`src/source/core_defines.svh`:
```
`ifndef CORE_DEFINES_SVH
`define CORE_DEFINES_SVH

////////////////////////////////////////
// reorder buffer sizing
`define ROB_SIZE       16
`define ROB_TAG_WIDTH  4

////////////////////////////////////////
// datapath and register file
`define XLEN           32
`define REG_COUNT      16
`define REG_IDX_WIDTH  4

// depth of the multiply pipe
`define MUL_LATENCY    3

`endif

```
`src/source/core_pkg.sv`:
```
`include "core_defines.svh"

package core_pkg;

    // operation encodings
    typedef enum logic [2:0] {
        op_add    = 3'd0,
        op_sub    = 3'd1,
        op_xor    = 3'd2,
        op_mul    = 3'd3,
        op_branch = 3'd4,
        op_halt   = 3'd5
    } op_e;

    // index of an entry in the reorder buffer
    typedef logic [`ROB_TAG_WIDTH-1:0] rob_tag_t;

    // architectural register index, r0 reads zero
    typedef logic [`REG_IDX_WIDTH-1:0] reg_idx_t;

    // data word
    typedef logic [`XLEN-1:0] word_t;

endpackage

```
`src/source/exec_pipe.sv`:
```
module exec_pipe import core_pkg::*; #(
    parameter int LATENCY = 1
) (
    input  logic     clock,
    input  logic     reset,
    input  logic     flush,

    input  logic     issue_valid,
    input  rob_tag_t issue_tag,
    input  op_e      issue_op,
    input  word_t    issue_a,
    input  word_t    issue_b,
    input  word_t    issue_pc,

    output logic     cdb_valid,
    output rob_tag_t cdb_tag,
    output word_t    cdb_value,
    output logic     cdb_taken,
    output word_t    cdb_target
);

    logic [LATENCY-1:0] stage_valid;
    logic [LATENCY-1:0] stage_taken;
    rob_tag_t           stage_tag    [LATENCY];
    word_t              stage_value  [LATENCY];
    word_t              stage_target [LATENCY];

    word_t result;
    logic  taken;
    word_t target;

    always_comb begin
        result = '0;
        taken  = 1'b0;
        target = '0;
        case (issue_op)
            op_add: result = issue_a + issue_b;
            op_sub: result = issue_a - issue_b;
            op_xor: result = issue_a ^ issue_b;
            // low word of the product
            op_mul: result = issue_a * issue_b;
            op_branch: begin
                result = issue_pc + 32'd4;
                taken  = (issue_a == '0);
                target = issue_b;
            end
            default: result = '0;
        endcase
    end

    always_ff @(posedge clock) begin
        if (reset || flush) begin
            stage_valid <= '0;
        end else begin
            stage_valid[0] <= issue_valid;
            for (int i = 1; i < LATENCY; i++) begin
                stage_valid[i] <= stage_valid[i-1];
            end
        end
    end

    always_ff @(posedge clock) begin
        stage_tag[0]    <= issue_tag;
        stage_value[0]  <= result;
        stage_taken[0]  <= taken;
        stage_target[0] <= target;
        for (int i = 1; i < LATENCY; i++) begin
            stage_tag[i]    <= stage_tag[i-1];
            stage_value[i]  <= stage_value[i-1];
            stage_taken[i]  <= stage_taken[i-1];
            stage_target[i] <= stage_target[i-1];
        end
    end

    assign cdb_valid  = stage_valid[LATENCY-1];
    assign cdb_tag    = stage_tag[LATENCY-1];
    assign cdb_value  = stage_value[LATENCY-1];
    assign cdb_taken  = stage_taken[LATENCY-1];
    assign cdb_target = stage_target[LATENCY-1];

    // nothing in flight survives a squash
    assert property (@(posedge clock) disable iff (reset) flush |=> !cdb_valid);

endmodule

```
`config.mk`:
```
export PLATFORM = sky130hd
export DESIGN_NAME = exec_pipe
export DESIGN_NICKNAME = d
export VERILOG_FILES = /design/src/source/core_pkg.sv /design/src/source/exec_pipe.sv
export VERILOG_INCLUDE_DIRS = /design/src /design/src/source
export SDC_FILE = /design/constraint.sdc
export NUM_CORES = 1
export LEC_CHECK = 0
export BUFFER_PORTS_ARGS = -buffer_cell sky130_fd_sc_hd__buf_2
export CORE_UTILIZATION = 55
export DETAILED_ROUTE_END_ITERATION = 10
export PLACE_DENSITY = 0.77
export SLEW_MARGIN = 20
export SYNTH_ARGS = -nofsm -noshare
export SYNTH_HDL_FRONTEND = slang
export SYNTH_SLANG_ARGS = --single-unit
export TNS_END_PERCENT = 1
```
`constraint.sdc`:
```
create_clock -name clock -period 7.7 [get_ports clock]
set_input_delay 0.77 -clock clock [delete_from_list [all_inputs] [get_ports clock]]
set_output_delay 0.77 -clock clock [all_outputs]
set_load 0.05 [all_outputs]
```
==> impl_metrics.env <==
export IMPL_drtPass1Iterations=6
export IMPL_cp_start_kind="input pin"
export IMPL_final_common_cell="fa_1"
export IMPL_drc=0
export IMPL_worst_slack_ns=0.219
export IMPL_fillers=3206
export IMPL_synth_ff_type="dfxtp_1"
export IMPL_crit_type="in2reg"
export IMPL_min_from="issue_tag[2]"
export IMPL_whs_path_depth=1
export IMPL_fp_row_count=71
export IMPL_wl_per_cell_um=23.6
export IMPL_antenna_found_initial=12
export IMPL_die_x_um=199
export IMPL_io_buffer_count=176
export IMPL_worst_hold_path_endpoint="stage_tag[0][2]"
export IMPL_worst_path_max_fanout=14
export IMPL_dp_hpwl_um=61400
export IMPL_core_area_um2=37800
export IMPL_synth_seq_cells=70
export IMPL_synthesis_instances=2435
export IMPL_clock_fmax_mhz=134
export IMPL_overflow=0
export IMPL_start_util_pct=56.2
export IMPL_yosysSeqAreaShare_pct=6.59
export IMPL_dr_first_iter_drc_count=1723
export IMPL_grt_pass1_wl_um=113000
export IMPL_fin_crit_sh_pct=97.2
export IMPL_highest_layer="met5"
export IMPL_grt_pass1_vias=19500
export IMPL_clkSinkCount=70
export IMPL_clk_pin_slew_ns=0.06
export IMPL_dpl_worst_slack_ns=-0.187
export IMPL_status="complete, no violations"
export IMPL_layout_common_cells="409 x fa_1, 399 x inv_1, 303 x and2_1"
export IMPL_grt_max_degree=43
export IMPL_wl_met2_um=32500
export IMPL_synthDistinctLibCells=64
export IMPL_synth_nets=3123
export IMPL_gp_congestion=0.995
export IMPL_max_slew_margin_pct=38.3
export IMPL_track_usage_pct=39.2
export IMPL_endpoint_kind="flip-flop"
export IMPL_cap_violations=0
export IMPL_synth_warnings=0
export IMPL_setup_tns_ns=0
export IMPL_vias_per_cell=5.83
export IMPL_required_ns=7.92
export IMPL_syn_avg_cell_area_um2=8.74
export IMPL_num_io_pins=177
export IMPL_htreeDepth=3
export IMPL_vias=18300
export IMPL_clock_path_buffers=2
export IMPL_dieArea_um2=39500
export IMPL_final_max_slew_violation_count=0
export IMPL_area_delta_synth_final_pct=11.1
export IMPL_post_cts_buffers=0
export IMPL_wl_met3_um=8410
export IMPL_worst_slew_pin_slew_ns=0.925
export IMPL_final_nets=3293
export IMPL_wl_met1_um=29200
export IMPL_hold_path_class="in2reg"
export IMPL_fp_dieH_um=199
export IMPL_synth_edf_count=0
export IMPL_cp_data_arrival_time_ns=7.70
export IMPL_cts_buffers=9
export IMPL_tritoncts="yes"
export IMPL_postRouteAntennaNets=0
export IMPL_clockRootBuffer="clkbuf_16"
export IMPL_synthArstFlopShare_pct=0
export IMPL_hold_violations=0
export IMPL_syn_cell_area_um2=21300
export IMPL_finalWirelength_um=74000
export IMPL_drive_gt1_share_pct=13.0
export IMPL_rsz0062_at_grt="false"
export IMPL_finalSetupViolCount=0
export IMPL_period_needed_ns=7.48
[cell type report]
cell class	count	area [um2]	area share [%]
multi-input cells	1827	17900	75.5
repair buffers	298	1920	8.13
inverters	399	1500	6.33
flip-flops and latches	70	1400	5.93
well taps	511	639	2.70
clock buffers	11	243	1.03
clock inverters	5	65.1	0.275
diodes	10	25.0	0.106
[registers in the layout (all words and copies together), names as in the netlist]
| name | count |
|---|---|
| stage_tag | 4 |
| stage_value | 32 |
| stage_target | 32 |
| cdb_taken | 1 |
| cdb_valid | 1 |
[logic make-up after synthesis]
| kind of cell | count (synthesis) | synth area share (%) |
|---|---|---|
| AO/OA/AOI/OAI | 254 | 7.88 |
| XOR/XNOR | 171 | 7.14 |
| adder cells (fa/ha/maj) | 581 | 48.6 |
| buffers and inverters | 538 | 9.57 |
| flip-flops | 70 | 6.59 |
| multiplexers | 15 | 0.741 |
| AND/OR/NAND/NOR | 806 | 19.5 |
[synthesized netlist by cell type, drive strengths merged (7+ instances only)]
| cell type | n | area share [%] |
|---|---|---|
| or3 | 15 | 0.44 |
| o21a | 16 | 0.56 |
| o211ai | 8 | 0.28 |
| nand2b | 15 | 0.44 |
| a22oi | 7 | 0.25 |
| xor2 | 68 | 2.8 |
| xnor2 | 102 | 4.2 |
| nand4 | 13 | 0.38 |
| mux2i | 12 | 0.56 |
| a21o | 26 | 0.92 |
| a21oi | 64 | 1.5 |
| and3 | 37 | 1.1 |
| dfxtp | 70 | 6.6 |
| or2 | 9 | 0.26 |
| a31oi | 7 | 0.24 |
| o22ai | 9 | 0.26 |
| nor3 | 20 | 0.47 |
| nor2 | 69 | 1.2 |
| o221ai | 11 | 0.45 |
| o21ai | 50 | 1.2 |
| buf | 12 | 0.29 |
| nand2 | 277 | 4.9 |
| and2 | 304 | 8.9 |
| o31ai | 13 | 0.46 |
| fa | 409 | 38 |
| inv | 399 | 7.0 |
| nor4 | 12 | 0.35 |
| ha | 172 | 10 |
| clkbuf | 127 | 2.2 |
| nand3 | 20 | 0.47 |
[worst max path at each step]
| stage | startpoint | to | slack (ns) | depth (start not counted) |
|---|---|---|---|---|
| 2_1_floorplan | issue_a[12] | stage_value[0][28] | 0.35 | 25 |
| 3_3_place_gp | issue_b[9] | stage_value[0][28] | -0.08 | 24 |
| 3_5_place_dp | issue_b[9] | stage_value[0][28] | -0.19 | 24 |
| 4_1_cts | issue_b[9] | stage_value[0][28] | 0.20 | 24 |
| 5_1_grt | issue_b[9] | stage_value[0][31] | 0.04 | 25 |
| 6_report | issue_b[9] | stage_value[0][26] | 0.22 | 24 |
[per-layer routing]
metal / vias up / GRT usage, %
li1: 7885 / -
met1: 9042 / 51.1
met2: 1079 / 61.4
met3: 239 / 9.72
met4: 14 / 18.4
met5: - / 0
[per-stage QoR]
step,utilization [%],hold slack [ns],cell area [um2],cells
6_report,62.5,0.490,23600,3131
5_1_grt,62.4,0.484,23600,3121
4_1_cts,62.4,0.484,23600,3121
3_5_place_dp,61.6,0.875,23300,3105
3_3_place_gp,61.6,0.873,23300,3105
2_1_floorplan,-,0.798,21300,2435
[worst max-delay path, cell delays in order]
cell	delay, ns
buf_2	0.38
ha_1	0.24
inv_1	0.05
fa_1	0.39
inv_1	0.07
fa_1	0.43
fa_1	0.51
inv_1	0.05
fa_1	0.49
inv_1	0.06
fa_1	0.48
fa_1	0.64
fa_1	0.46
fa_1	0.48
ha_1	0.36
a21o_1	0.20
a21o_1	0.18
a21oi_1	0.16
o22ai_1	0.09
o21bai_1	0.19
or3_1	0.37
a211o_1	0.31
nand2_1	0.14
o221ai_1	0.17
[what timing repair did]
item | 4_1_cts | 5_1_grt
hold buffers | 0 | 0
resized for setup | 0 | 5
endpoints found under the setup margin | 0 | 3
Power is not shown: default switching activity piles up to over one toggle a cycle in this logic, so the estimate is an artifact.
