--- src/source/core_defines.svh ---
`ifndef CORE_DEFINES_SVH
`define CORE_DEFINES_SVH

////////////////////////////////////////
// reorder buffer sizing
`define ROB_SIZE       16
`define ROB_TAG_WIDTH  4

////////////////////////////////////////
// datapath and register file
`define XLEN           32
`define REG_COUNT      16
`define REG_IDX_WIDTH  4

// depth of the multiply pipe
`define MUL_LATENCY    3

`endif

--- src/source/core_pkg.sv ---
`include "core_defines.svh"

package core_pkg;

    // operation encodings
    typedef enum logic [2:0] {
        op_add    = 3'd0,
        op_sub    = 3'd1,
        op_xor    = 3'd2,
        op_mul    = 3'd3,
        op_branch = 3'd4,
        op_halt   = 3'd5
    } op_e;

    // index of an entry in the reorder buffer
    typedef logic [`ROB_TAG_WIDTH-1:0] rob_tag_t;

    // architectural register index, r0 reads zero
    typedef logic [`REG_IDX_WIDTH-1:0] reg_idx_t;

    // data word
    typedef logic [`XLEN-1:0] word_t;

endpackage

--- src/source/arch_regfile.sv ---
`include "core_defines.svh"

module arch_regfile import core_pkg::*; (
    input  logic     clock,
    input  logic     reset,

    input  logic     write0_valid,
    input  reg_idx_t write0_dest,
    input  word_t    write0_value,
    input  logic     write1_valid,
    input  reg_idx_t write1_dest,
    input  word_t    write1_value,

    input  reg_idx_t read_addr,
    output word_t    read_data
);

    word_t regs [`REG_COUNT];

    // slot 1 is younger, its write lands last
    always_ff @(posedge clock) begin
        if (reset) begin
            for (int i = 0; i < `REG_COUNT; i++) begin
                regs[i] <= '0;
            end
        end else begin
            if (write0_valid && (write0_dest != '0)) begin
                regs[write0_dest] <= write0_value;
            end
            if (write1_valid && (write1_dest != '0)) begin
                regs[write1_dest] <= write1_value;
            end
        end
    end

    // r0 hardwired to zero
    assign read_data = (read_addr == '0) ? '0 : regs[read_addr];

endmodule

--- config.mk ---
export PLATFORM = sky130hd
export DESIGN_NAME = arch_regfile
export DESIGN_NICKNAME = d
export VERILOG_FILES = /design/src/source/core_pkg.sv /design/src/source/arch_regfile.sv
export VERILOG_INCLUDE_DIRS = /design/src /design/src/source
export SDC_FILE = /design/constraint.sdc
export NUM_CORES = 1
export LEC_CHECK = 0
export BUFFER_PORTS_ARGS = -buffer_cell sky130_fd_sc_hd__buf_2
export CAP_MARGIN = 10
export CORE_ASPECT_RATIO = 1.1
export CORE_UTILIZATION = 50
export DETAILED_ROUTE_END_ITERATION = 10
export PLACE_DENSITY = 0.67
export SLEW_MARGIN = 20
export SYNTH_ARGS = -nofsm -noshare
export SYNTH_HDL_FRONTEND = slang
export SYNTH_SLANG_ARGS = --single-unit
--- constraint.sdc ---
create_clock -name clock -period 4.1 [get_ports clock]
set_clock_uncertainty 0.15 [all_clocks]
set_input_delay 0.205 -clock clock [delete_from_list [all_inputs] [get_ports clock]]
set_output_delay 0.205 -clock clock [all_outputs]
set_load 0.01 [all_outputs]
==> results.yml, run 1 <==
pwr:
  p_leak_nw: 9.39
  power_density_nw_per_um2: 422
  p_switching_mw: 2.72
  ir_drop_uv: 323
  power_frac_seq: 0.513
  p_int_mw: 8.62
  clockPowerShare: 0.386
  p_sw_frac: 0.240
  comb_power_share: 0.101
die:
  coreArea_um2: 46700
  die_x_um: 210
  start_util: 0.507
  io-pin-count: 112
  row_count: 83
  dieArea_um2: 48300
  die_y_um: 230
clocking:
  postCtsSetupBuffers: 0
  cts_tree: "done"
  hold_buffers: 33
  cts_num_sinks: 480
  cts_buffers: 49
  cts_resized: 0
  cts-root-buf: "clkbuf_16"
  clock_path_buffers: 3
  htreeDepth: 2
  clk_pin_slew_ns: 0.07
global_routing:
  grt_pass1_vias: 16387
  grtUsageTotal: 0.319
  grt_pass1_wl_um: 111000
  grt_remaining_overflow: 0
  grt_start_max_net_pins: 73
  antenna_found_initial: 2
placed_design:
  dp.cells: 2128
  gp_congestion: 0.844
  place_hpwl_um: 43500
  port_buffers: 111
synthesis:
  ys_types: 31
  yosys.area.top_type: "edfxtp_1"
  synth_top_area_share: 0.608
  ys.flop_type: "edfxtp_1"
  synth_area_um2: 23700
  synth_edf_count: 480
  async_reset_ff_frac: 0
  synth-seq-cells: 480
  ys_warn_count: 0
  syn_area_per_cell_um2: 15.1
  synth_area_leaders: "edfxtp_1, a22o_1, mux4_2"
  synth_fp_nets: 1652
  ys_seq_area_frac: 0.608
  synthCells: 1572
sta:
  fin_crit_sh: 0.760
  rsz0062_at_grt: "no"
  hold_viol_final: 0
  max_freq_ghz: 0.321
  drv_slew: 0
  tightest_slew_ns: 1.25
  finalSetupViolCount: 0
  fin_crit_ns: 3.11
  slew_headroom: 0.162
  fin_tns_setup_ns: 0
flow_run:
  maxCapViolCount: 0
cells_and_area:
  fillerInstances: 3631
  drive_gt1_frac: 0.231
  largest_register_ffs: 480
  regMostFlops: "regs"
  area_growth_pct: 13.2
  fin_nets: 1697
  reg.largest.list: "regs (480)"
  fin_cells: 2250
routing:
  vias_per_cell: 7.34
  drc: 0
  drt_wl_total_um: 77300
  ant_nets: 0
  first_pass_iters: 5
  wl_per_cell_um: 34.4
  vias: 16505
  dr.first_iter.drc_count: 2100
worst_setup_path:
  critPathArrivalTime_ns: 2.76
  path_class: "in2out"
  crit_start: "read_addr[1]"
  worstPathRequired_ns: 3.74
  start_kind: "input pin"
  crit_fanout: 72
  cp-end-kind: "primary output"
status:
  run_status: "finished, final reports clean"
hold_path:
  whs_endpoint: "regs[13][14]$_DFFE_PP_"
  hp-class: "in2reg"
  hold_start: "write1_value[14]"
  hold_depth: 2
==> synth_stat cells (all sizes together), types with 2 or more instances <==
library cell,number
a22o,480
a221o,31
buf,91
nor2b,4
nor3,18
o21ai,13
nand2b,5
clkbuf,123
mux4,65
a22oi,31
nand2,5
a21oi,62
mux2,32
mux2i,96
nor2,24
nand4b,2
edfxtp,480
nand4bb,3
or3,3
==> cell type report <==
class	count	area (um^2)	area share
clock buffers	59	1260	0.0471
well taps	595	744	0.0277
diodes	3	7.51	0.000280
repair buffers	208	1440	0.0538
multi-input cells	878	8720	0.325
flip-flops and latches	480	14400	0.537
clock inverters	27	241	0.00900
==> per-layer routing <==
layer  GRT usage  vias to the layer above  share of wire
met4       0.151                        2          0.048
met5     0.00913                        -        0.00065
met1       0.402                     8500           0.37
li1            -                     6693              -
met2       0.525                     1081           0.48
met3      0.0698                      229           0.10
==> critical path, cell delays in order <==
cell	delay, ns
clkbuf_8	0.36
nor2b_4	0.74
buf_4	0.42
a221o_1	0.20
a21oi_1	0.07
a21oi_1	0.44
buf_2	0.22
==> per-stage QoR <==
stage / setup WS, ns / power, mW / hold WS, ns / cell area (um^2) / utilization
final: 0.985 / 11.3 / 0.0188 / 26800 / 0.574
after global routing: 1.01 / 11.6 / 0.0243 / 26800 / 0.574
after CTS: 1.06 / 11.3 / 0.000131 / 26800 / 0.574
after detailed placement: 1.06 / 7.03 / 0.572 / 25000 / 0.535
after global placement: 1.06 / 7.01 / 0.565 / 25000 / 0.535
after floorplan: 0.409 / 6.55 / 0.257 / 23700 / -
==> power by group through the flow <==
stage / combinational (mW) / sequential [mW] / clock [mW]
2_1_floorplan: 0.662 / 5.89 / 0
3_3_place_gp: 1.10 / 5.90 / 0
3_5_place_dp: 1.11 / 5.92 / 0
4_1_cts: 1.13 / 5.81 / 4.38
5_1_grt: 1.20 / 5.84 / 4.56
6_report: 1.15 / 5.82 / 4.37
==> kinds of logic after synthesis <==
logic type,share of synthesized area
AO/OA/AOI/OAI,0.216
buffers and inverters,0.0381
flip-flops,0.608
multiplexers,0.117
AND/OR/NAND/NOR,0.0206
==> cells in the final DEF, fill, tap and decap left out, drive strengths merged, types with 24 or more instances in the layout <==
cell,n
a22o,480
edfxtp,480
buf,174
mux2i,96
mux4,65
a21oi,62
clkbuf,60
dlygate4sd3,33
mux2,32
a22oi,31
a221o,31
nor2,24
==> how the worst max path moves through the flow <==
stage / end / slack [ns]
2_1_floorplan: regs[4][0]$_DFFE_PP_ / 0.41
3_3_place_gp: read_data[31] / 1.06
3_5_place_dp: regs[2][15]$_DFFE_PP_ / 1.06
4_1_cts: read_data[31] / 1.06
5_1_grt: read_data[7] / 1.01
6_report: read_data[31] / 0.99
Power figures use the tool's default switching activity.
==> run 2, diff against run 1 <==
clock period = 3 ns   (was 4.1 ns; I/O delays follow)
==> run 2 against run 1 <==
  * Hold slack improved by 0.037 ns
  * Wire length fell by 4.6%
  * Non-clock buffer count rose by 70
  * Clock power rose by 42%
  * Combinational power rose by 43%
  * Largest cell class unchanged
  * Largest power group unchanged
==> results.yml, run 2 (same netlist as run 1, synthesis figures left out) <==
status:
  run_status: "finished, final reports clean"
global_routing:
  grt_pass1_vias: 16674
  grtUsageTotal: 0.305
  grt_remaining_overflow: 0
  grt_pass1_wl_um: 108000
  antenna_found_initial: 2
  grt_start_max_net_pins: 44
clocking:
  htreeDepth: 2
  cts_resized: 0
  clk_pin_slew_ns: 0.06
  cts_tree: "done"
  clock_path_buffers: 3
  cts_buffers: 49
  cts_num_sinks: 480
  cts-root-buf: "clkbuf_16"
  postCtsSetupBuffers: 0
worst_setup_path:
  path_class: "reg2out"
  slowest_stage: "mux4_2"
  path_cells: "mux4_2 > mux2i_1 > a21oi_1 > buf_2"
  worstPathRequired_ns: 2.70
  start_kind: "flip-flop"
  crit_fanout: 1
  critPathArrivalTime_ns: 2.28
  cp-end-kind: "primary output"
  critical_path.max_stage_delay_ns: 0.51
placed_design:
  gp_congestion: 0.890
  dp.cells: 2135
  place_hpwl_um: 41500
  port_buffers: 111
cells_and_area:
  largest_register_ffs: 480
  regMostFlops: "regs"
  fin_cells: 2320
  layout_common_cells: "a22o_1, edfxtp_1, buf_2, mux2i_1, dlygate4sd3_1"
  area_growth_pct: 17.2
  fillerInstances: 3525
  reg.largest.list: "regs (480)"
  drive_gt1_frac: 0.228
  fin_nets: 1767
routing:
  vias_per_cell: 7.14
  first_pass_iters: 5
  drt_wl_total_um: 73800
  ant_nets: 0
  dr.first_iter.drc_count: 1926
  drc: 0
  vias: 16572
  wl_per_cell_um: 31.8
pwr:
  clockPowerShare: 0.394
  p_leak_nw: 9.85
  comb_power_share: 0.104
  p_sw_frac: 0.234
  p_switching_mw: 3.69
  p_int_mw: 12.1
  ir_drop_uv: 372
  power_frac_seq: 0.502
  power_density_nw_per_um2: 568
sta:
  finalSetupViolCount: 0
  max_freq_ghz: 0.388
  fin_crit_ns: 2.58
  drv_slew: 0
  fin_crit_sh: 0.860
  tightest_slew_ns: 1.16
  fin_tns_setup_ns: 0
  rsz0062_at_grt: "no"
  hold_viol_final: 0
  whs_ns: 0.0563
  slew_headroom: 0.227
die:
  die_y_um: 230
  start_util: 0.507
  dieArea_um2: 48300
  row_count: 83
  die_x_um: 210
  io-pin-count: 112
  coreArea_um2: 46700
flow_run:
  maxCapViolCount: 0
hold_path:
  hp-class: "in2reg"
## run 2: cell count changes in the layout (fill, tap and decap cells not counted), sizes merged
cell | before | now
dlygate4sd3 | 33 | 95
buf | 174 | 182
clkinv | 22 | 16
clkbuf | 60 | 65
bufinv | 5 | 7
diode | 3 | 2
## run 2: layout make-up
cell class / count / area [um^2] / share of cell area
clock buffers: 64 / 1300 / 0.0469
multi-input cells: 878 / 8720 / 0.314
repair buffers: 278 / 2310 / 0.0832
well taps: 595 / 744 / 0.0268
flip-flops and latches: 480 / 14400 / 0.519
diodes: 2 / 5.00 / 0.000180
clock inverters: 23 / 293 / 0.0105
## run 2: repair_timing
item | CTS | global route
endpoints found under the hold margin | 469 | 0
endpoints found under the setup margin | 0 | 0
hold buffers | 95 | 0
## run 2: critical path, delay by kind of cell, from the launching register on
kind | cells | cell delay, ns
DFF | 1 | 0.38
muxes | 2 | 0.80
buffers and inverters | 1 | 0.25
AOI/OAI and AO/OA | 1 | 0.26
## run 2: per-layer routing
| metal | global-route usage | wire length (um) | vias up | share of wire |
|---|---|---|---|---|
| li1 | - | - | 6834 | - |
| met3 | 0.0546 | 7460 | 188 | 0.10 |
| met2 | 0.497 | 35700 | 1083 | 0.48 |
| met4 | 0.140 | 2870 | 0 | 0.039 |
| met5 | 0 | 0 | - | 0 |
| met1 | 0.398 | 27800 | 8467 | 0.38 |
## run 2: worst paths after layout
kind,start,endpoint,slack (ns),depth (start not counted)
worst max-delay path,regs[15][31]$_DFFE_PP_,read_data[31],0.42,4
worst min-delay path,write1_value[27],regs[3][27]$_DFFE_PP_,0.06,2
## run 2: stage by stage
step	util	worst slack [ns]	power (mW)	instance area [um^2]
floorplan	-	-0.636	8.95	23700
finish	0.595	0.421	15.8	27800
global placement	0.539	0.432	9.57	25200
CTS	0.594	0.468	15.8	27800
global route	0.595	0.415	16.2	27800
detailed placement	0.540	0.385	9.62	25200
## run 2: power by group through the flow
stage	Sequential (mW)	Clock (mW)	Combinational [mW]
3_3_place_gp	8.04	0	1.53
4_1_cts	7.93	6.25	1.63
6_report	7.93	6.21	1.65
2_1_floorplan	8.04	0	0.905
3_5_place_dp	8.07	0	1.55
5_1_grt	7.96	6.50	1.73
