<file path="config.mk">
export PLATFORM = sky130hd
export DESIGN_NAME = dispatch_stage
export DESIGN_NICKNAME = d
export VERILOG_FILES = /design/src/source/core_pkg.sv /design/src/source/dispatch_stage.sv
export VERILOG_INCLUDE_DIRS = /design/src /design/src/source
export SDC_FILE = /design/constraint.sdc
export NUM_CORES = 1
export LEC_CHECK = 0
export ABC_CLOCK_PERIOD_IN_PS = 1000
export BUFFER_PORTS_ARGS = -buffer_cell sky130_fd_sc_hd__buf_2
export CAP_MARGIN = 40
export CELL_PAD_IN_SITES_DETAIL_PLACEMENT = 1
export CELL_PAD_IN_SITES_GLOBAL_PLACEMENT = 2
export CORE_ASPECT_RATIO = 0.9
export CORE_UTILIZATION = 20
export CTS_CLUSTER_DIAMETER = 150
export DETAILED_ROUTE_END_ITERATION = 7
export PLACE_DENSITY_LB_ADDON = 0.1
export SYNTH_ARGS = -nofsm -noshare
export SYNTH_HDL_FRONTEND = slang
export SYNTH_SLANG_ARGS = --single-unit
</file>
<file path="constraint.sdc">
create_clock -name clock -period 1 [get_ports clock]
set_input_delay 0.15 -clock clock [delete_from_list [all_inputs] [get_ports clock]]
set_output_delay 0.15 -clock clock [all_outputs]
set_load 0.005 [all_outputs]
</file>
<file path="src/source/core_defines.svh">
`ifndef CORE_DEFINES_SVH
`define CORE_DEFINES_SVH

////////////////////////////////////////
// reorder buffer sizing
`define ROB_SIZE       16
`define ROB_TAG_WIDTH  4

////////////////////////////////////////
// datapath and register file
`define XLEN           32
`define REG_COUNT      16
`define REG_IDX_WIDTH  4

// depth of the multiply pipe
`define MUL_LATENCY    3

`endif

</file>
<file path="src/source/core_pkg.sv">
`include "core_defines.svh"

package core_pkg;

    // operation encodings
    typedef enum logic [2:0] {
        op_add    = 3'd0,
        op_sub    = 3'd1,
        op_xor    = 3'd2,
        op_mul    = 3'd3,
        op_branch = 3'd4,
        op_halt   = 3'd5
    } op_e;

    // index of an entry in the reorder buffer
    typedef logic [`ROB_TAG_WIDTH-1:0] rob_tag_t;

    // architectural register index, r0 reads zero
    typedef logic [`REG_IDX_WIDTH-1:0] reg_idx_t;

    // data word
    typedef logic [`XLEN-1:0] word_t;

endpackage

</file>
<file path="src/source/dispatch_stage.sv">
module dispatch_stage import core_pkg::*; (
    input  logic     clock,
    input  logic     reset,
    input  logic     flush,

    input  logic     in_valid,
    input  op_e      in_op,
    input  reg_idx_t in_dest,
    input  word_t    in_a,
    input  word_t    in_b,
    input  word_t    in_pc,
    input  logic     in_predicted_taken,

    input  rob_tag_t alloc_tag,
    output logic     alloc_valid,
    output op_e      alloc_op,
    output reg_idx_t alloc_dest,
    output word_t    alloc_pc,
    output logic     alloc_predicted_taken,

    output logic     alu_issue_valid,
    output logic     mul_issue_valid,
    output rob_tag_t issue_tag,
    output op_e      issue_op,
    output word_t    issue_a,
    output word_t    issue_b,
    output word_t    issue_pc
);

    logic     held_valid;
    op_e      held_op;
    reg_idx_t held_dest;
    word_t    held_a;
    word_t    held_b;
    word_t    held_pc;
    logic     held_predicted_taken;

    // held instruction, dropped on squash
    always_ff @(posedge clock) begin
        if (reset || flush) begin
            held_valid <= 1'b0;
        end else begin
            held_valid <= in_valid;
        end
    end

    always_ff @(posedge clock) begin
        held_op              <= in_op;
        held_dest            <= in_dest;
        held_a               <= in_a;
        held_b               <= in_b;
        held_pc              <= in_pc;
        held_predicted_taken <= in_predicted_taken;
    end

    ////////////////////////////////////////
    // rob allocation at the current tail
    assign alloc_valid           = held_valid;
    assign alloc_op              = held_op;
    assign alloc_dest            = held_dest;
    assign alloc_pc              = held_pc;
    assign alloc_predicted_taken = held_predicted_taken;

    // halt goes nowhere, mul to the long pipe
    assign alu_issue_valid = held_valid && (held_op != op_mul) && (held_op != op_halt);
    assign mul_issue_valid = held_valid && (held_op == op_mul);
    assign issue_tag       = alloc_tag;
    assign issue_op        = held_op;
    assign issue_a         = held_a;
    assign issue_b         = held_b;
    assign issue_pc        = held_pc;

    // sender stops once a halt is on its way in
    assert property (@(posedge clock) disable iff (reset)
        (held_valid && (held_op == op_halt) && !flush) |-> !in_valid);

endmodule

</file>
==> run_results.csv, run 1 <==
group,metric,value,unit
placed_design,post-place-cells,514,
detailed_routing,drtPass1Iterations,4,
detailed_routing,wirelength,8.03,mm
min_path,min_path_cells,2,
cells_and_area,layout_commonest_cell,"buf_2",
die,dieArea,12600,um2
cts,cts.sinks,105,
cells_and_area,layout.nets,591,
cts,cts-buffers-inserted,9,
setup_path,critPathLaunchType,"flop",
cells_and_area,fin_util,43.0,%
grt,grt_pass1_wl,12.0,mm
die,die_w,118,um
power_and_ir_drop,power_frac_comb,10.3,%
setup_path,critPathMaxFanout,3,
die,pin_count,258,
synthesis,ys_seq_area_share,86.5,%
power_and_ir_drop,power_density,1760,nW/um2
die,initial_core_util,20.9,%
timing,period_needed,1.25,ns
cts,path_clk_slew,0.07,ns
synthesis,synth_area,2430,um2
cells_and_area,fill_cells,1277,
status,status,"finished with violations",
power_and_ir_drop,p_sw_share,20.9,%
cts,htreeDepth,3,
min_path,hp-start,"in_valid",
synthesis,syn_nets,260,
die,num_rows,37,
power_and_ir_drop,peakVddDrop,1.20,mV
power_and_ir_drop,finalPower,8.82,mW
min_path,hold_path.class,"in -> reg",
power_and_ir_drop,p_switching,1.85,mW
detailed_routing,vias,2250,
setup_path,crit_path_max_incr_delay,0.33,ns
setup_path,worst-path-buf-inv,1,
placed_design,io_buffers,249,
detailed_routing,drcViolationCount,0,
setup_path,crit_path_top_delay_cell,"dfxtp_2",
power_and_ir_drop,p_leak,2.51,nW
detailed_routing,first_iter_violations,71,
cells_and_area,stdcell_count,640,
setup_path,path_cells,"xor2_1, a21boi_1, buf_2",
grt,grt.total_usage,12.7,%
cts,cts_max_path_buffers,2,
placed_design,place_hpwl,5.50,mm
setup_path,crit_type,"reg -> out",
cells_and_area,synthToLayoutAreaGrowth,106,%
placed_design,place.gp.congestion,0.661,
cts,cts-root-buf,"clkbuf_16",
detailed_routing,drt-wirelength-per-cell,12.5,um
power_and_ir_drop,power_frac_seq,50.8,%
setup_path,arrival,1.10,ns
setup_path,end_kind,"output port",
die,fp.dieH,107,um
power_and_ir_drop,p_int,6.98,mW
timing,finalWorstSetupSlack,-0.251,ns
timing,rsz0062_at_grt,"yes",
cells_and_area,final_layout_size_suffix_gt1_share,56.8,%
detailed_routing,drtAntennaViolNets,0,
die,core_area,11600,um2
timing,maxSlewViolCount,0,
min_path,worstHoldEndpoint,"alloc_valid",
timing,hold_violations,0,
synthesis,synth.distinct_cells,6,
grt,grt_max_degree,18,
cells_and_area,num_antenna_cells,0,
run,cap_violations,0,
power_and_ir_drop,p_clk_share,38.9,%
timing,period_share,125,%
grt,grt_overflow,0,
cells_and_area,final_cell_mix,"245 x buf_2, 106 x dlygate4sd3_1, 100 x dfxtp_1, 9 x clkbuf_16, 6 x buf_6",
grt,grt_pass1_vias,2382,
synthesis,synth_seq_cells,105,
timing,worstMarginPinSlew,0.143,ns
timing,max_freq,799,MHz
synthesis,synth_cells,148,
status,violations,"negative setup slack",
synthesis,yosysWarnings,0,
synthesis,syn_area_per_cell,16.4,um2
grt,antenna_found_initial,0,
setup_path,cp.required,0.85,ns
timing,setup_viol,6,
detailed_routing,avgViaCountPerCell,3.52,
cts,cts_tree,"yes",
timing,finalSetupTns,-1.05,ns
setup_path,path_delay_family,"flip-flops",
timing,slew_headroom,90.4,%
worst max-delay path by stage:
stage,end,cells past startpoint,slack [ns],startpoint
floorplan,alu_issue_valid,2,0.21,alloc_op[2]
global route,alu_issue_valid,3,-0.32,alloc_op[1]
global placement,alu_issue_valid,3,0.12,alloc_op[2]
CTS,alu_issue_valid,3,-0.23,alloc_op[1]
finish,alu_issue_valid,3,-0.25,alloc_op[1]
detailed placement,alu_issue_valid,3,0.1,alloc_op[2]
metal layers:
layer / vias to the layer above / global-route usage [%] / part of all wire (%)
met5: - / 0 / 0
met4: 0 / 5.86 / 1.9
met3: 13 / 6.87 / 13
met2: 163 / 23.1 / 52
met1: 996 / 11.5 / 33
li1: 1078 / - / -
cells by family after synthesis:
group	after synthesis	share of synthesized area, %
AO/OA/AOI/OAI	1	0.309
AND/OR/NAND/NOR	2	0.772
buffers and inverters	39	12.0
XOR/XNOR	1	0.361
flip-flops	105	86.5
registers in the layout (all words and copies together), names as in the netlist:
signal                 count
alloc_predicted_taken      1
issue_b                   32
alloc_pc                  32
issue_a                   32
alloc_dest                 4
alloc_valid                1
alloc_op                   3
Yosys cell counts, drive strengths merged:
library cell	count	area, um2
a21boi	1	7.51
and4b	1	11.3
buf	39	293
dfxtp	105	2100
nor3b	1	7.51
xor2	1	8.76
through the flow:
step	instance area (um2)	setup WS (ns)	hold WS [ns]
CTS	4960	-0.226	0.0576
finish	5000	-0.251	0.0797
global route	5000	-0.320	0.0654
floorplan	2430	0.207	0.178
global placement	3580	0.117	0.252
detailed placement	3580	0.0985	0.254
cell type report:
class,instances,area (um2),area share (%)
flip-flops and latches,105,2110,42.2
clock buffers,9,225,4.50
well taps,156,195,3.90
repair buffers,359,2370,47.4
clock inverters,7,67.6,1.35
multi-input cells,4,35.0,0.701
power by group through the flow:
stage               clock network (mW)  registers, mW  logic, mW
finish                            3.43           4.48      0.909
global route                      3.79           4.50      0.988
CTS                               3.62           4.48      0.896
detailed placement                   0           4.57      0.555
global placement                     0           4.56      0.555
floorplan                            0           4.61      0.130
what timing repair did:
action	CTS	global route
gates resized for setup	4	7
buffers inserted	2	2
hold buffers	106	0
endpoints found under the hold margin	105	0
pin swaps	2	0
setup endpoints to repair	6	11
Power figures use the tool's default switching activity.
==> run 2: changes to the inputs <==
- RECOVER_POWER: not set -> 50
==> run 2 against run 1 <==
Compared with the run above: the flow still finishes with violations (negative setup slack); via count is the same; cell count is the same; total power about the same; first-iteration DRC count shrank 1.4%; die area is the same; routed wire length is essentially flat; utilization shrank 0.075 points; clock power is essentially flat; clock-buffer cell count stayed put; largest power group unchanged.
==> run_results.csv, run 2 (synthesized netlist as in run 1, its figures left out) <==
group,metric,value,unit
detailed_routing,drt-met1-wl,2.68,mm
die,core_area,11600,um2
cells_and_area,synthToLayoutAreaGrowth,105,%
cells_and_area,stdcell_count,640,
min_path,min_path_cells,2,
detailed_routing,drtPass1Iterations,4,
die,fp.dieH,107,um
cts,cts-buffers-inserted,9,
detailed_routing,drtAntennaViolNets,0,
detailed_routing,wl_met2,4.15,mm
detailed_routing,avgViaCountPerCell,3.52,
power_and_ir_drop,p_clk_share,38.9,%
grt,grt_overflow,0,
setup_path,crit_path_max_incr_delay,0.33,ns
setup_path,critPathLaunchType,"flop",
cts,cts_max_path_buffers,2,
cells_and_area,multiInputGateArea,35.0,um2
placed_design,io_buffers,249,
placed_design,post-place-cells,514,
cells_and_area,regArea,2110,um2
timing,max_freq,799,MHz
cts,cts.sinks,105,
setup_path,path_delay_family,"flip-flops",
die,num_rows,37,
die,pin_count,258,
cts,htreeDepth,3,
setup_path,crit_type,"reg -> out",
timing,maxSlewViolCount,0,
timing,slew_headroom,90.4,%
timing,worstMarginPinSlew,0.143,ns
cells_and_area,layout.nets,591,
setup_path,crit_path_top_delay_cell,"dfxtp_2",
power_and_ir_drop,p_switching,1.85,mW
detailed_routing,maxUsedRoutingLayer,"met4",
min_path,worstHoldEndpoint,"alloc_valid",
grt,grt_max_degree,18,
die,dieArea,12600,um2
min_path,hold_path.class,"in -> reg",
setup_path,end_kind,"output port",
power_and_ir_drop,power_density,1770,nW/um2
status,status,"finished with violations",
power_and_ir_drop,p_sw_share,20.9,%
cts,cts_tree,"yes",
grt,grt.total_usage,12.7,%
placed_design,place_ws,0.0985,ns
power_and_ir_drop,power_frac_comb,10.3,%
power_and_ir_drop,peakVddDrop,1.20,mV
grt,grt_pass1_vias,2382,
run,cap_violations,0,
timing,finalSetupTns,-1.05,ns
detailed_routing,first_iter_violations,70,
placed_design,place_hpwl,5.50,mm
power_and_ir_drop,p_int,6.97,mW
timing,finalWorstSetupSlack,-0.251,ns
timing,rsz0062_at_grt,"yes",
status,violations,"negative setup slack",
placed_design,place.gp.congestion,0.661,
setup_path,path_cells,"xor2_1, a21boi_1, buf_2",
detailed_routing,drt-wirelength-per-cell,12.5,um
timing,hold_violations,0,
cts,cts-root-buf,"clkbuf_16",
grt,antenna_found_initial,0,
cells_and_area,num_antenna_cells,0,
power_and_ir_drop,p_leak,2.49,nW
setup_path,arrival,1.10,ns
die,die_w,118,um
setup_path,critPathMaxFanout,3,
setup_path,crit_start,"alloc_op[1]",
timing,period_needed,1.25,ns
cts,path_clk_slew,0.07,ns
cells_and_area,fill_cells,1282,
grt,grt_pass1_wl,12.0,mm
cells_and_area,layout_commonest_cell,"buf_2",
setup_path,cp.required,0.85,ns
power_and_ir_drop,power_frac_seq,50.8,%
detailed_routing,wirelength,8.03,mm
setup_path,worst-path-buf-inv,1,
detailed_routing,drcViolationCount,0,
timing,period_share,125,%
cells_and_area,final_layout_size_suffix_gt1_share,55.4,%
timing,setup_viol,6,
detailed_routing,met3WireLength,1.05,mm
die,initial_core_util,20.9,%
detailed_routing,vias,2250,
cells_and_area,final_cell_mix,"238 x buf_2, 106 x dlygate4sd3_1, 100 x dfxtp_1, 9 x clkbuf_16",
min_path,hp-start,"in_valid",
## run 2: through the flow
step	total power, mW	utilization, %	hold slack [ns]	area (um2)
CTS	8.99	42.7	0.0576	4960
finish	8.82	43.0	0.0797	4990
global placement	5.12	30.8	0.252	3580
detailed placement	5.13	30.8	0.254	3580
floorplan	4.74	-	0.178	2430
global route	9.28	43.0	0.0654	4990
## run 2: worst max path at each step
stage / to / cells past startpoint
floorplan: alu_issue_valid / 2
global placement: alu_issue_valid / 3
detailed placement: alu_issue_valid / 3
CTS: alu_issue_valid / 3
global route: alu_issue_valid / 3
finish: alu_issue_valid / 3
## run 2: final cells by class
class	instances	area share (%)
tap	156	3.91
clock inverter	7	1.35
clock buffer	9	4.51
timing repair buffer	359	47.3
sequential	105	42.2
multi-input combinational	4	0.702
## run 2: power by group through the flow
stage | Combinational, mW | Clock (mW) | Sequential [mW]
floorplan | 0.130 | 0 | 4.61
global placement | 0.555 | 0 | 4.56
detailed placement | 0.555 | 0 | 4.57
CTS | 0.896 | 3.62 | 4.48
global route | 0.984 | 3.79 | 4.50
finish | 0.906 | 3.44 | 4.48
## run 2: metal layers
metal / GRT usage (%) / up-vias
met5: 0 / -
met3: 6.87 / 13
met2: 23.1 / 163
met4: 5.86 / 0
met1: 11.5 / 996
li1: - / 1078
## run 2: timing repair
item / in CTS / in global routing
endpoints found under the hold margin: 105 / 0
resized for setup: 4 / 7
setup buffers: 2 / 2
gates cloned: 0 / 0
endpoints found under the setup margin: 6 / 11
hold buffers: 106 / 0
pin swaps: 2 / 0
==> run 3: changes to the inputs <==
==> constraint.sdc (replaced) <==
create_clock -name clock -period 1 [get_ports clock]
set_input_delay 0.15 -clock clock [delete_from_list [all_inputs] [get_ports clock]]
set_output_delay 0.15 -clock clock [all_outputs]
set_load 0.01 [all_outputs]
==> run 3 against run 2 <==
Compared with the run above: the run still ends with negative setup slack left; global-route usage up 0.25 points; utilization is essentially flat; critical path depth is the same; sequential cell count is the same; cell count fell by 0.16%.
==> run_results.csv, run 3 (synthesized netlist as in run 1, its figures left out) <==
group,metric,value,unit
die,dieArea,12600,um2
setup_path,critPathMaxFanout,3,
min_path,min_path_cells,2,
timing,whs,0.0779,ns
detailed_routing,drt-wirelength-per-cell,12.6,um
min_path,hold_path.class,"in -> reg",
die,die_w,118,um
die,pin_count,258,
detailed_routing,wl_met2,4.29,mm
detailed_routing,met3WireLength,1.14,mm
timing,max_freq,823,MHz
timing,setup_viol,6,
timing,finalSetupTns,-0.838,ns
status,violations,"negative setup slack",
detailed_routing,vias,2258,
detailed_routing,drtAntennaViolNets,0,
power_and_ir_drop,peakVddDrop,0.985,mV
power_and_ir_drop,p_leak,2.48,nW
cts,cts.sinks,105,
placed_design,place_ws,0.0808,ns
cells_and_area,num_antenna_cells,0,
cts,path_clk_slew,0.06,ns
grt,grt_overflow,0,
setup_path,arrival,1.06,ns
timing,worstMarginPinSlew,0.168,ns
timing,hold_violations,0,
setup_path,critPathLaunchType,"flop",
cts,htreeDepth,3,
cts,cts_tree,"yes",
detailed_routing,wirelength,8.06,mm
setup_path,path_cells,"xor2_1, a21boi_1, buf_2",
cells_and_area,layout_commonest_cell,"buf_2",
setup_path,cp.depth,3,
cells_and_area,synthToLayoutAreaGrowth,105,%
cts,cts-buffers-inserted,9,
setup_path,crit_path_max_incr_delay,0.33,ns
setup_path,worst-path-buf-inv,1,
detailed_routing,first_iter_violations,25,
detailed_routing,maxUsedRoutingLayer,"met4",
die,initial_core_util,20.9,%
power_and_ir_drop,finalPower,8.73,mW
placed_design,post-place-cells,514,
placed_design,place.gp.congestion,0.662,
placed_design,place_hpwl,5.39,mm
cts,cts-root-buf,"clkbuf_16",
cts,cts_max_path_buffers,2,
detailed_routing,drtPass1Iterations,3,
setup_path,crit_path_top_delay_cell,"dfxtp_2",
detailed_routing,drt-met1-wl,2.48,mm
die,fp.dieH,107,um
setup_path,end_kind,"output port",
detailed_routing,avgViaCountPerCell,3.53,
setup_path,crit_type,"reg -> out",
cells_and_area,fin_util,42.9,%
cells_and_area,final_cell_mix,"236 x buf_2, 106 x dlygate4sd3_1, 99 x dfxtp_1, 9 x clkbuf_16, 8 x buf_6",
placed_design,io_buffers,249,
die,core_area,11600,um2
cells_and_area,final_layout_size_suffix_gt1_share,55.5,%
grt,grt_max_degree,17,
placed_design,place_area,3580,um2
grt,grt_pass1_vias,2509,
cells_and_area,stdcell_count,639,
timing,rsz0062_at_grt,"yes",
power_and_ir_drop,power_density,1750,nW/um2
run,cap_violations,0,
grt,grt.total_usage,12.9,%
setup_path,path_delay_family,"flip-flops",
cells_and_area,layout.nets,590,
grt,grt_pass1_wl,12.2,mm
grt,antenna_found_initial,0,
timing,period_needed,1.21,ns
die,num_rows,37,
detailed_routing,drcViolationCount,0,
timing,finalWorstSetupSlack,-0.214,ns
cells_and_area,design_area,4990,um2
timing,period_share,121,%
timing,slew_headroom,88.8,%
setup_path,cp.required,0.85,ns
timing,maxSlewViolCount,0,
status,status,"finished with violations",
==> run 3: changes by cell type in the layout (fill, tap and decap cells not counted) <==
cell	change
clkbuf_8	+1
bufinv_16	-1
dfxtp_2	+1
inv_6	-1
dfxtp_1	-1
buf_1	-1
clkinv_2	-2
clkinv_4	+1
buf_4	+1
clkbuf_1	+1
buf_2	-2
buf_6	+2
==> run 3: metal layers <==
layer	track usage, %	up-vias
met5	0	-
met4	5.59	0
met3	7.56	12
met2	24.7	160
met1	10.6	1008
li1	-	1078
==> run 3: area by class of cell <==
cell class | count | area (um2)
Fill cell | 1301 | 6630
Timing Repair Buffer | 358 | 2370
Sequential cell | 105 | 2110
Clock buffer | 12 | 246
Tap cell | 156 | 195
Multi-Input combinational cell | 4 | 35.0
Clock inverter | 4 | 27.5
==> run 3: power breakdown <==
part           total [mW]  leakage, nW  internal (mW)  switching [mW]
clock                3.22        0.137           1.76            1.46
combinational        1.03         1.46          0.633           0.394
sequential           4.48        0.886           4.41          0.0713
total                8.73         2.48           6.81            1.93
==> run 3: what timing repair did <==
item,4_1_cts,5_1_grt
pin swaps,1,0
setup endpoints to repair,11,11
cloned,0,0
gates resized for setup,6,9
hold buffers,106,0
buffers inserted,1,2
endpoints found under the hold margin,105,0
==> run 3: path summary, 6_finish.rpt <==
path	slack, ns	end	start
min	0.08	alloc_valid	in_valid
max	-0.21	alu_issue_valid	alloc_op[2]
